`src/acc_pkg.sv`:
```
/*
 * Shared types for the 8080 accumulator unit.
 * Widths are fixed to the 8080 byte; the opcode patterns follow the 8080 map.
 */
`default_nettype none

package acc_pkg;

	// data byte width
	localparam int data_w = 8;

	// bits 7:6 of the register, immediate and accumulator groups
	localparam logic [1:0] grp_reg = 2'b10;
	localparam logic [1:0] grp_imm = 2'b11;
	localparam logic [1:0] grp_acc = 2'b00;

	// bits 2:0 that complete the immediate and accumulator groups
	localparam logic [2:0] src_imm = 3'b110;
	localparam logic [2:0] src_acc = 3'b111;

	// MVI A,d8
	localparam logic [data_w-1:0] op_mvi_a = 8'h3E;

	// decimal adjust limits
	localparam logic [3:0] bcd_max = 4'd9;
	localparam logic [3:0] daa_corr = 4'h6;

	typedef enum logic [4:0]
	{
		op_nop,
		op_add,
		op_adc,
		op_sub,
		op_sbb,
		op_ana,
		op_xra,
		op_ora,
		op_cmp,
		op_rlc,
		op_rrc,
		op_ral,
		op_rar,
		op_daa,
		op_cma,
		op_stc,
		op_cmc,
		op_mvi
	} alu_op_t;

	// status flags, same set as the 8080 PSW
	typedef struct packed
	{
		logic sign;
		logic zero;
		logic aux_carry;
		logic parity;
		logic carry;
	} flags_t;

	// decode to execute stage register
	typedef struct packed
	{
		logic valid;
		alu_op_t op;
		logic [data_w-1:0] operand;
	} dec_stage_t;

endpackage

`default_nettype wire

```
`src/acc_alu.sv`:
```
/*
 * Combinational 8080 ALU: adder, logic ops, rotates and decimal adjust.
 * Subtraction adds the complemented operand, so carry out is inverted to give borrow.
 * Flags an operation does not touch pass through from flags_in.
 */
`timescale 1ns/1ps
`default_nettype none

module acc_alu
(
	input acc_pkg::alu_op_t op,
	input logic [acc_pkg::data_w-1:0] operand,
	input logic [acc_pkg::data_w-1:0] acc_in,
	input acc_pkg::flags_t flags_in,
	output logic [acc_pkg::data_w-1:0] result,
	output acc_pkg::flags_t flags_out
);

	logic [acc_pkg::data_w-1:0] add_b;
	logic [acc_pkg::data_w-1:0] daa_b;
	logic add_cin;
	logic [acc_pkg::data_w:0] sum;
	logic [4:0] half;
	logic is_sub;
	logic lo_adj;
	logic hi_adj;
	logic set_szp;

	assign is_sub = (op == acc_pkg::op_sub) || (op == acc_pkg::op_sbb) ||
		(op == acc_pkg::op_cmp);

	// decimal adjust decisions are taken on the accumulator before correction
	assign lo_adj = (acc_in[3:0] > acc_pkg::bcd_max) | flags_in.aux_carry;
	assign hi_adj = (acc_in[7:4] > acc_pkg::bcd_max) |
		((acc_in[7:4] == acc_pkg::bcd_max) & (acc_in[3:0] > acc_pkg::bcd_max)) |
		flags_in.carry;
	assign daa_b = {hi_adj ? acc_pkg::daa_corr : 4'h0, lo_adj ? acc_pkg::daa_corr : 4'h0};

	always_comb
	begin
		case (op)
			acc_pkg::op_adc: add_cin = flags_in.carry;
			acc_pkg::op_sbb: add_cin = ~flags_in.carry;
			acc_pkg::op_sub, acc_pkg::op_cmp: add_cin = 1'b1;
			default: add_cin = 1'b0;
		endcase
	end

	// one adder serves add, subtract, compare and the DAA correction
	assign add_b = is_sub ? ~operand : (op == acc_pkg::op_daa) ? daa_b : operand;
	assign sum = {1'b0, acc_in} + {1'b0, add_b} + {{acc_pkg::data_w{1'b0}}, add_cin};
	assign half = {1'b0, acc_in[3:0]} + {1'b0, add_b[3:0]} + {4'd0, add_cin};

	always_comb
	begin
		result = acc_in;
		flags_out = flags_in;
		set_szp = 1'b0;
		case (op)
			acc_pkg::op_add, acc_pkg::op_adc:
			begin
				result = sum[7:0];
				flags_out.carry = sum[8];
				flags_out.aux_carry = half[4];
				set_szp = 1'b1;
			end
			acc_pkg::op_sub, acc_pkg::op_sbb, acc_pkg::op_cmp:
			begin
				// carry out of a complement add means no borrow
				result = sum[7:0];
				flags_out.carry = ~sum[8];
				flags_out.aux_carry = half[4];
				set_szp = 1'b1;
			end
			acc_pkg::op_ana:
			begin
				result = acc_in & operand;
				flags_out.carry = 1'b0;
				flags_out.aux_carry = acc_in[3] | operand[3];
				set_szp = 1'b1;
			end
			acc_pkg::op_xra, acc_pkg::op_ora:
			begin
				result = (op == acc_pkg::op_xra) ? (acc_in ^ operand) : (acc_in | operand);
				flags_out.carry = 1'b0;
				flags_out.aux_carry = 1'b0;
				set_szp = 1'b1;
			end
			acc_pkg::op_rlc:
			begin
				result = {acc_in[6:0], acc_in[7]};
				flags_out.carry = acc_in[7];
			end
			acc_pkg::op_rrc:
			begin
				result = {acc_in[0], acc_in[7:1]};
				flags_out.carry = acc_in[0];
			end
			acc_pkg::op_ral:
			begin
				result = {acc_in[6:0], flags_in.carry};
				flags_out.carry = acc_in[7];
			end
			acc_pkg::op_rar:
			begin
				result = {flags_in.carry, acc_in[7:1]};
				flags_out.carry = acc_in[0];
			end
			acc_pkg::op_daa:
			begin
				// carry is only ever set by DAA, never cleared
				result = sum[7:0];
				flags_out.carry = flags_in.carry | hi_adj;
				flags_out.aux_carry = half[4];
				set_szp = 1'b1;
			end
			acc_pkg::op_cma: result = ~acc_in;
			acc_pkg::op_stc: flags_out.carry = 1'b1;
			acc_pkg::op_cmc: flags_out.carry = ~flags_in.carry;
			acc_pkg::op_mvi: result = operand;
			default: result = acc_in;
		endcase
		if (set_szp)
		begin
			flags_out.sign = result[7];
			flags_out.zero = ~(|result);
			// 8080 parity flag is set for even parity
			flags_out.parity = ~(^result);
		end
	end

endmodule

`default_nettype wire

```
`src/acc_decode.sv`:
```
/*
 * First pipeline stage. Classifies the opcode byte and registers it with the operand.
 * Any opcode outside the ALU, accumulator and MVI A groups becomes op_nop.
 */
`timescale 1ns/1ps
`default_nettype none

module acc_decode
(
	input logic clk,
	input logic reset,
	input logic op_valid,
	input logic [acc_pkg::data_w-1:0] opcode,
	input logic [acc_pkg::data_w-1:0] operand,
	output acc_pkg::dec_stage_t dec
);

	acc_pkg::alu_op_t next_op;
	acc_pkg::alu_op_t op_q;
	logic [acc_pkg::data_w-1:0] operand_q;
	logic valid_q;
	logic is_alu_grp;
	logic is_acc_grp;

	// 10xxxsss register form, 11xxx110 immediate form
	assign is_alu_grp = (opcode[7:6] == acc_pkg::grp_reg) ||
		(opcode[7:6] == acc_pkg::grp_imm && opcode[2:0] == acc_pkg::src_imm);
	assign is_acc_grp = (opcode[7:6] == acc_pkg::grp_acc) && (opcode[2:0] == acc_pkg::src_acc);

	always_comb
	begin
		next_op = acc_pkg::op_nop;
		if (opcode == acc_pkg::op_mvi_a)
			next_op = acc_pkg::op_mvi;
		else if (is_alu_grp)
		begin
			case (opcode[5:3])
				3'b000: next_op = acc_pkg::op_add;
				3'b001: next_op = acc_pkg::op_adc;
				3'b010: next_op = acc_pkg::op_sub;
				3'b011: next_op = acc_pkg::op_sbb;
				3'b100: next_op = acc_pkg::op_ana;
				3'b101: next_op = acc_pkg::op_xra;
				3'b110: next_op = acc_pkg::op_ora;
				default: next_op = acc_pkg::op_cmp;
			endcase
		end
		else if (is_acc_grp)
		begin
			case (opcode[5:3])
				3'b000: next_op = acc_pkg::op_rlc;
				3'b001: next_op = acc_pkg::op_rrc;
				3'b010: next_op = acc_pkg::op_ral;
				3'b011: next_op = acc_pkg::op_rar;
				3'b100: next_op = acc_pkg::op_daa;
				3'b101: next_op = acc_pkg::op_cma;
				3'b110: next_op = acc_pkg::op_stc;
				default: next_op = acc_pkg::op_cmc;
			endcase
		end
	end

	always_ff @(posedge clk or posedge reset)
	begin
		if (reset)
			valid_q <= 1'b0;
		else
			valid_q <= op_valid;
	end

	// payload only moves with a strobe
	always_ff @(posedge clk)
	begin
		if (op_valid)
		begin
			op_q <= next_op;
			operand_q <= operand;
		end
	end

	assign dec = '{valid: valid_q, op: op_q, operand: operand_q};

	// a strobe carries known bytes because an X opcode would decode as op_nop
	assert property (@(posedge clk) disable iff (reset)
		op_valid |-> !$isunknown({opcode, operand}));

endmodule

`default_nettype wire

```
`src/acc_execute.sv`:
```
/*
 * Second pipeline stage. Holds the accumulator and flags and applies the ALU result.
 * The ALU reads the registered accumulator, so back-to-back operations chain without stall.
 * No back-pressure; result_valid is a one-cycle strobe.
 */
`timescale 1ns/1ps
`default_nettype none

module acc_execute
(
	input logic clk,
	input logic reset,
	input acc_pkg::dec_stage_t dec,
	output logic result_valid,
	output logic [acc_pkg::data_w-1:0] acc,
	output acc_pkg::flags_t flags
);

	logic [acc_pkg::data_w-1:0] alu_result;
	acc_pkg::flags_t alu_flags;
	logic acc_we;

	acc_alu u_alu
	(
		.op(dec.op),
		.operand(dec.operand),
		.acc_in(acc),
		.flags_in(flags),
		.result(alu_result),
		.flags_out(alu_flags)
	);

	// compare and undecoded opcodes keep the accumulator
	assign acc_we = dec.valid && (dec.op != acc_pkg::op_cmp) && (dec.op != acc_pkg::op_nop);

	always_ff @(posedge clk or posedge reset)
	begin
		if (reset)
		begin
			result_valid <= 1'b0;
			acc <= '0;
			flags <= '0;
		end
		else
		begin
			result_valid <= dec.valid;
			if (acc_we)
				acc <= alu_result;
			if (dec.valid)
				flags <= alu_flags;
		end
	end

	// a result strobe always shows a known accumulator and flags
	assert property (@(posedge clk) disable iff (reset)
		result_valid |-> !$isunknown({acc, flags}));

endmodule

`default_nettype wire

```
`src/acc_unit.sv`:
```
/*
 * 8080 accumulator unit top. Results appear two cycles after the op_valid strobe.
 * Up to two operations are in flight; nothing stalls.
 */
`timescale 1ns/1ps
`default_nettype none

module acc_unit
(
	input logic clk,
	input logic reset,
	input logic op_valid,
	input logic [acc_pkg::data_w-1:0] opcode,
	input logic [acc_pkg::data_w-1:0] operand,
	output logic result_valid,
	output logic [acc_pkg::data_w-1:0] acc,
	output acc_pkg::flags_t flags
);

	acc_pkg::dec_stage_t dec;

	acc_decode u_decode
	(
		.clk(clk),
		.reset(reset),
		.op_valid(op_valid),
		.opcode(opcode),
		.operand(operand),
		.dec(dec)
	);

	acc_execute u_execute
	(
		.clk(clk),
		.reset(reset),
		.dec(dec),
		.result_valid(result_valid),
		.acc(acc),
		.flags(flags)
	);

endmodule

`default_nettype wire

```
`config.mk`:
```
export PLATFORM = sky130hd
export DESIGN_NAME = acc_unit
export DESIGN_NICKNAME = d
export VERILOG_FILES = /design/src/acc_pkg.sv /design/src/acc_alu.sv /design/src/acc_decode.sv /design/src/acc_execute.sv /design/src/acc_unit.sv
export SDC_FILE = /design/constraint.sdc
export NUM_CORES = 1
export LEC_CHECK = 0
export BUFFER_PORTS_ARGS = -buffer_cell sky130_fd_sc_hd__buf_4
export CORE_UTILIZATION = 40
export CTS_CLUSTER_SIZE = 30
export DETAILED_ROUTE_END_ITERATION = 16
export PLACE_DENSITY = 0.56
export SETUP_SLACK_MARGIN = 0.15
export SLEW_MARGIN = 15
export SYNTH_ARGS = -nofsm -noshare
export SYNTH_HDL_FRONTEND = slang
export SYNTH_SLANG_ARGS = --single-unit
```
`constraint.sdc`:
```
create_clock -name clk -period 5.4 [get_ports clk]
set_input_delay 0.27 -clock clk [delete_from_list [all_inputs] [get_ports clk]]
set_output_delay 0.27 -clock clk [all_outputs]
set_load 0.02 [all_outputs]
```
Word level (Yosys, flattened, before mapping)
Index checks and enable logic that the tools add are counted.

operators by class
  add/sub/neg operators = 4
  order comparisons = 2
  equal/unequal tests = 30
  muxes and demuxes = 14
  bitwise operators = 15
  reduce and logical (&&, ||, !) cells = 26

operators by type and width
  cell                  number
  $pmux W8 S9           1
  $eq A5 B4 Y1 const B  8
  $pmux W5 S7           1
  $pmux W4 S7           1
  $mux W8               3
  $eq A5 B3 Y1 const B  4
  $not A8 Y8            2
  $eq A3 B3 Y1 const B  5
  $eq A5 B2 Y1 const B  2
  $eq A5 B5 Y1 const B  2
  $mux W5               2
  $reduce_or A2 Y1      5
  $add A8 B8 Y9         1
  $add A9 B1 Y9         1
  $reduce_or A9 Y1      1
  $and A8 B8 Y8         1
  $eq A8 B6 Y1 const B  1
  $gt A4 B4 Y1 const B  2
  $or A8 B8 Y8          1
  $pmux W1 S8           1
  $reduce_bool A8 Y1    1
  $reduce_or A8 Y1      1
  $reduce_xor A8 Y1     1
  $xor A8 B8 Y8         1
  23 further kinds      42

storage, ports and cells
  register bits after elaboration = 28
  output and inout port bits = 14

Depth between registers and ports, before layout
Gate-level depths: netlist of run 1.

  depth in word-level cells = 12
  gate-level depth with buffers = 18

Hierarchy
Synthesis of run 1 repeated with hierarchy kept, for this count alone.

second synthesis, totals
  cell total of the unflattened synthesis = 319
  area, all modules = 2,939.1 µm²

by module, submodules not included
  module       instances  cells each  area an instance (µm²)  sequential area each (µm²)
  acc_alu      1          256         1,850.5                 0.0
  acc_decode   1          33          555.5                   415.4
  acc_execute  1          30          533.0                   350.3

Worst setup path before layout of run 1
OpenSTA, ideal clock, no wires.

  kind = flip-flop to flip-flop
  start point = reg u_decode.op_q[0]
  end point = reg u_execute.flags[1] (netlist name)
  library setup time = 128 ps
  arrival time = 4,205 ps
  data required time = 5,272 ps
  setup slack = 1,068 ps
  stages on the path, launching flop included = 18
  path buffers = 1
  cell sequence = edfxtp_1 > buf_6 > or3b_1 > a21oi_1 > o21bai_2 > nand3_1 > o21ai_0 > fa_1 > fa_1 > a21o_1 > a221oi_1 > xnor2_1 > a211oi_1 > a21boi_0 > ha_1 > xnor2_1 > xnor2_1 > mux2_1

on the way
  cells in the longest elaborated chain, start to end = 9
  elaborated cells on any way between the ends = 32

ends and longest elaborated chain
  item                                                 RTL line                                     RTL
  start: declaration                                   acc_decode.sv:19                             acc_pkg::alu_op_t op_q;
  start signal: assignment                             acc_decode.sv:76                             op_q <= next_op;
  $eq A5 B2 Y1 / $eq A5 B3 Y1 (equally long branches)  acc_alu.sv:29, acc_alu.sv:41, acc_alu.sv:59
  $logic_or A1 B1 Y1 (2 in a row)                      acc_alu.sv:29                                assign is_sub = (op == acc_pkg::op_sub) || (op == acc_pkg::op_sbb) ||
  $mux W8                                              acc_alu.sv:50                                assign add_b = is_sub ? ~operand : (op == acc_pkg::op_daa) ? daa_b : operand;
  $add A8 B8 Y9                                        acc_alu.sv:51                                assign sum = {1'b0, acc_in} + {1'b0, add_b} + {{acc_pkg::data_w{1'b0}}, add_cin};
  $add A9 B1 Y9                                        acc_alu.sv:51
  $pmux W8 S9                                          acc_alu.sv:59                                case (op)
  $reduce_xor A8 Y1                                    acc_alu.sv:128                               flags_out.parity = ~(^result);
  $not A1 Y1                                           acc_alu.sv:128

Parallel ways exist; a longest one is shown, timed or not.
A chain may end at the register's enable or synchronous reset.

Worst setup path after layout of run 1
  start point = reg u_decode.op_q[0]
  end point = reg u_execute.flags[1] (netlist name)

on the way
  cells in the longest elaborated chain, start to end = 9
  elaborated cells on any way between the ends = 32

ends and longest elaborated chain
  item                                                 RTL line
  $eq A5 B2 Y1 / $eq A5 B3 Y1 (equally long branches)  acc_alu.sv:29, acc_alu.sv:41, acc_alu.sv:59
  $logic_or A1 B1 Y1 (2 in a row)                      acc_alu.sv:29
  $mux W8                                              acc_alu.sv:50
  $add A8 B8 Y9                                        acc_alu.sv:51
  $add A9 B1 Y9                                        acc_alu.sv:51
  $pmux W8 S9                                          acc_alu.sv:59
  $reduce_xor A8 Y1                                    acc_alu.sv:128
  $not A1 Y1                                           acc_alu.sv:128

Parallel ways exist; a longest one is shown, timed or not.

==> results of run 1 <==
[per-layer routing]
metal	vias up	GRT usage (%)	part of all wire, %
li1	1243	-	-
met1	1266	31.42	48
met2	91	35.93	46
met3	5	2.370	5.3
met4	0	4.242	0.66
met5	-	0	0
[final cells by class]
cell class / instances / area, um^2 / share of cell area (%)
well taps: 96 / 120.1 / 3.707
inverters: 24 / 90.09 / 2.780
repair buffers: 37 / 277.8 / 8.571
multi-input cells: 248 / 1932 / 59.61
clock buffers: 4 / 55.05 / 1.699
flip-flops and latches: 28 / 765.7 / 23.63
[path summary, 6_finish.rpt]
kind / end / slack (ps) / cells after the start
setup reg to reg: u_execute.flags[1] / 860 / 16
min in group clk: u_decode.operand_q[6] / 150 / 1
hold reg to reg: u_execute.flags[1] / 500 / 1
hold / removal: u_execute.result_valid / 50 / 2
max in group asynchronous: u_execute.acc[7] / 4950 / 2
setup / recovery: u_execute.flags[1] / 860 / 16
[power groups by stage]
stage                     Combinational, mW  Clock (mW)  Sequential (mW)
final                                 0.634       0.138            0.360
after global routing                  0.705       0.151            0.368
after CTS                             0.632       0.144            0.359
after detailed placement              0.627           0            0.363
after global placement                0.628           0            0.364
after floorplan                       0.434           0            0.372
[cell families (layout without fill, tap and decap cells)]
group | Yosys count | count (layout) | synth area share [%]
flops | 28 | 28 | 26.48
xor+xnor | 13 | 13 | 3.938
mux | 8 | 8 | 2.942
compound gates | 97 | 97 | 27.91
simple gates | 101 | 101 | 18.95
fa+ha+maj | 29 | 29 | 13.07
buf+inv | 38 | 65 | 6.707
[synth_stat cells (4+ instances only)]
| cell | count |
|---|---|
| a211oi_1 | 8 |
| a21boi_0 | 6 |
| a21oi_1 | 11 |
| a21oi_2 | 4 |
| a221o_1 | 5 |
| a2bb2oi_1 | 5 |
| a31oi_1 | 4 |
| and3_1 | 4 |
| buf_2 | 5 |
| buf_6 | 5 |
| dfrtp_1 | 15 |
| edfxtp_1 | 13 |
| ha_1 | 27 |
| inv_1 | 24 |
| mux2i_1 | 4 |
| nand2_1 | 20 |
| nand2b_1 | 4 |
| nand3_1 | 13 |
| nand4_1 | 6 |
| nor2_1 | 19 |
| nor3_1 | 8 |
| o21ai_0 | 15 |
| xnor2_1 | 10 |
[placed cells by master, fill, tap and decap left out, drive strengths merged, types with 3 or more instances in the layout]
cell type	synthesis	layout
nor2	21	21
o2111a	3	3
edfxtp	13	13
clkbuf	2	4
or2	3	3
o21ai	16	16
a222oi	3	3
a21boi	6	6
nand2	20	20
nor3	9	9
a31oi	4	4
nand2b	4	4
a21oi	17	17
a221o	5	5
xor2	3	3
buf	12	37
a211oi	8	8
or3	3	3
mux2	4	4
and3	4	4
mux2i	4	4
dfrtp	15	15
nand4	6	6
a2111oi	3	3
inv	24	24
xnor2	10	10
a221oi	4	4
nand3	13	13
ha	27	27
a21o	3	3
o211ai	3	3
a2bb2oi	5	5
[registers in the layout, summed over array words and instances, names as in the netlist]
register,flops
u_decode.valid_q,1
u_decode.operand_q,8
u_execute.acc,8
u_execute.result_valid,1
u_decode.op_q,5
u_execute.flags,5
[per-stage QoR]
stage	hold slack (ps)	setup WS (ps)
floorplan	171.5	1068
global route	109.9	510.9
detailed placement	407.0	873.1
global placement	391.2	955.1
CTS	87.52	861.0
finish	53.31	859.0
[worst max-delay path, cell delays in order (launching register included)]
cell	delay (ps)
edfxtp_1	360
buf_4	340
nand2b_1	160
or3_1	470
nand3_1	120
o21ai_0	110
fa_1	450
fa_1	420
a21o_1	200
a221oi_1	360
xnor2_1	100
a211oi_1	300
a21boi_0	230
ha_1	270
xnor2_1	140
xnor2_1	120
mux2_1	290
==> results.cfg, run 1 <==
[outcome]
status = finished, final reports clean

[clock_tree]
clock_latency_ps = 280
cts.clk_slew.worst_paths_ps = 110
cts_tree = built
cts_resized = 0
hold_buffers = 0
post-cts-setup-buffers = 0
cts_htree_levels = 1
cts_buffers = 3
clock_sinks = 28
root_buffer = clkbuf_8
clockBufferDepth = 2

[route]
num_vias = 2605
drc = 0
routedWlPerCell_um = 17.69
dr.pass1.iters = 5
ant_nets = 0
drtIter0Drc = 158
wirelength_um = 7731
viasPerCell = 5.961

[power]
p_int_mw = 0.6248
ir_worst_vdd_uv = 193.3
combPwrFrac_pct = 56.0
netSwitchingFraction_pct = 44.80
p_sw_mw = 0.5070
clkPwrFrac_pct = 12.2
pwr-share-seq_pct = 31.8
leakage_nw = 1.337
p_per_area_nw_per_um2 = 349.3
total_power_mw = 1.132

[floorplanning]
core_area_um2 = 6907
die_h_um = 87.02
die-area_um2 = 7572
io-pin-count = 33
rows = 30
start_util_pct = 41.87
fp.dieW_um = 87.02

[logic_synthesis]
synth-seq-area-share_pct = 26.48
synthFlopType = dfrtp_1
synth_edf_count = 13
ys_warn_count = 0
ys_async_sr_fraction_pct = 53.57
ys_ff_latch = 28
yosys.area.top_type = edfxtp_1
syn_area_um2 = 2892
synth_fp_nets = 362
synth_cell_type_count = 73
synth.avg_cell_area_um2 = 9.209
yosysTopAreaCellShare_pct = 13.50
synth_area_leaders = edfxtp_1, dfrtp_1, ha_1
netlist_instances = 314

[placement]
postPlaceCellArea_um2 = 3186
place.gp.congestion = 0.9074
port_buffers = 32
dp_hpwl_um = 5860
placed_cells = 433

[layout]
final_nets = 390
final_area_um2 = 3241
final_util_pct = 46.92
finalNonFillerCells = 437
drive_gt1_share_pct = 18.18
n_antenna_cell = 0
nFillCells = 709
synthToLayoutAreaGrowth_pct = 12.07

[sta]
drv_slew = 0
finalSetupViolCount = 0
hold_viol = 0
worstMarginPinSlew_ps = 1173
post-route-min-period_ps = 4541
finClkSkew_ps = 6.025
tns_ps = 0
rsz0062_at_grt = no
relSlewSlack_pct = 21.61
fmax_mhz = 220.2
period_share_pct = 84.09

[global_route]
grt_pass1_wl_um = 12640
grt_max_degree = 34
antenna_found_initial = 0
overflow = 0
first_global_vias = 2400
track_usage_pct = 21.98

[worst_setup_path]
arrival_ps = 4720
endpoint_kind = flop
worstSetupStartpoint = u_decode.op_q[0]
path_max_fanout = 33
critical_path_required_ps = 5570
r2r-start = u_decode.op_q[0]
path_class = reg2reg
start_kind = flop

[flow_run]
drv_cap = 0

[worst_hold_path]
hp-class = in2async
Note: power is estimated with default switching activity, not from simulation.
==> inputs of run 2 (changes only) <==
- clock period: 5.4 -> 4.3 ns (I/O delays scaled with it)
==> run 2 against run 1 <==
  * The run now ends with hold timing left
  * Critical endpoint unchanged
  * Count of clock-buffer cells in the layout fell by 1
  * Worst hold slack worse by 56 ps
  * Non-clock buffer count increased by 12
  * Setup slack lost 630 ps
  * Design area is 5.9% higher
  * First-iteration DRC count increased by 54%
  * Sequential share of layout area fell by 1.3 points
  * Sequential power increased by 12%
  * Clock skew up 13 ps
  * Fmax up 12%
==> results.cfg, run 2 (synthesis results as in run 1) <==
[outcome]
status = complete, but fails checks
violations = hold timing

[floorplanning]
die_h_um = 87.02
die-area_um2 = 7572
rows = 30
start_util_pct = 41.87
io-pin-count = 33
core_area_um2 = 6907
fp.dieW_um = 87.02

[route]
drtIter0Drc = 243
ant_nets = 0
routedWlPerCell_um = 18.12
wirelength_um = 8136
dr.pass1.iters = 5
num_vias = 2676
viasPerCell = 5.960
drc = 0

[worst_setup_path]
endpoint_kind = flop
critical_path_required_ps = 4490
cpPeakStageDelay_ps = 450
path_class = reg2reg
slowest_stage = edfxtp_1
timing.reg2reg.setup_slack_ps = 230
start_kind = flop
crit_chain = or3b_1 -> a21oi_2 -> o21bai_2 -> nand3_1 -> o21ai_2 -> fa_2 -> fa_2 -> a21o_1 -> a221oi_2 -> xnor2_1 -> a211oi_2 -> a21boi_2 -> ha_1 -> xnor2_2 -> xnor2_1 -> mux2_4
timing.rr.end = u_execute.flags[1]
rr_worst_depth = 16
path_max_fanout = 3
arrival_ps = 4260
r2r-start = u_decode.op_q[0]

[global_route]
grt_pass1_wl_um = 12550
overflow = 0
grt_max_degree = 34
antenna_found_initial = 0
track_usage_pct = 21.97
first_global_vias = 2332

[sta]
drv_slew = 0
rsz0062_at_grt = yes
tns_ps = 0
worstMarginPinSlew_ps = 761.6
hold_viol = 9
relSlewSlack_pct = 48.95
whs_ps = -2.574
finalSetupViolCount = 0
finClkSkew_ps = 19.03
post-route-min-period_ps = 4069
period_share_pct = 94.62
fmax_mhz = 245.8

[placement]
place.gp.congestion = 0.9327
dp_hpwl_um = 5963
port_buffers = 32

[clock_tree]
clock_sinks = 28
cts.clk_slew.worst_paths_ps = 120
cts_htree_levels = 1
clockBufferDepth = 2
clock_latency_ps = 290
cts_buffers = 3
cts_tree = built
root_buffer = clkbuf_8

[layout]
largest_registers = u_decode.operand_q: 8 flops, u_execute.acc: 8 flops
synthToLayoutAreaGrowth_pct = 18.69
final_nets = 402
mostFrequentLayoutCells = buf_4, ha_1, inv_1, nand2_1, nor2_1
drive_gt1_share_pct = 24.65
final_common_cell = buf_4
n_antenna_cell = 0

[power]
netSwitchingFraction_pct = 43.24
combPwrFrac_pct = 60.9
clkPwrFrac_pct = 13.7
p_int_mw = 0.9000
leakage_nw = 1.424
ir_worst_vdd_uv = 185.9
p_per_area_nw_per_um2 = 462.0
p_sw_mw = 0.6857
pwr-share-seq_pct = 25.3

[worst_hold_path]
hp-class = in2async

[flow_run]
drv_cap = 0
[run 2: cell types whose count changed in the layout (fill, tap and decap cells not counted), moves of 2 or more]
cell      delta
nor3_2       +2
fa_1         -2
nor3_1       -2
a21oi_1      -2
fa_2         +2
buf_4       +10
a21oi_2      +2
a21boi_0     -2
[run 2: power by group through the flow]
stage               clock network (mW)  registers [mW]  logic [mW]
global route                     0.231           0.409        1.05
detailed placement                   0           0.404       0.893
floorplan                            0           0.469       0.555
CTS                              0.225           0.399       0.900
finish                           0.218           0.402       0.966
global placement                     0           0.404       0.885
[run 2: how the worst max path moves through the flow]
stage | cells past startpoint | from | endpoint
after floorplan | 17 | u_decode.op_q[0] | u_execute.flags[1]
after global placement | 16 | u_decode.op_q[0] | u_execute.flags[1]
after detailed placement | 16 | u_decode.op_q[0] | u_execute.flags[1]
after CTS | 16 | u_decode.op_q[0] | u_execute.flags[1]
after global routing | 16 | u_decode.op_q[1] | u_execute.flags[1]
final | 16 | u_decode.op_q[0] | u_execute.flags[1]
[run 2: metal layers]
layer | track usage, % | up-vias | wire length (um)
met5 | 0 | - | 0
met1 | 32.22 | 1286 | 3849
li1 | - | 1263 | -
met2 | 34.57 | 117 | 3714
met4 | 4.545 | 0 | 99
met3 | 2.559 | 10 | 473
[run 2: layout make-up]
cell class	count	area [um^2]
tap	96	120.1
clock buffer	3	41.29
timing repair buffer	49	397.9
multi-input combinational	248	1987
sequential	28	765.7
fill	692	3475
inverter	24	90.09
clock inverter	1	30.03
[run 2: timing repair]
| item | CTS | global route |
|---|---|---|
| hold buffers | 0 | 0 |
| setup buffers | 0 | 2 |
| endpoints found under the setup margin | 0 | 1 |
| resized for setup | 0 | 11 |
[run 2: stage by stage]
stage | total power, mW | utilization [%] | cells | cell area, um^2 | setup slack, ps
after global routing | 1.688 | 49.69 | 449 | 3432 | 69.65
after detailed placement | 1.296 | 47.52 | 442 | 3282 | 158.0
after CTS | 1.524 | 48.55 | 446 | 3353 | 156.1
after global placement | 1.289 | 47.52 | 442 | 3282 | 200.1
after floorplan | 1.024 | - | 314 | 2908 | 184.7
final | 1.586 | 49.69 | 449 | 3432 | 231.3
[run 2: critical path, delay by kind of cell, from the launching register on]
family          cells  cell delay [ps]
flops               1              450
simple gates        2              500
compound gates      7             1320
fa+ha+maj           3             1040
xor+xnor            3              420
mux                 1              250
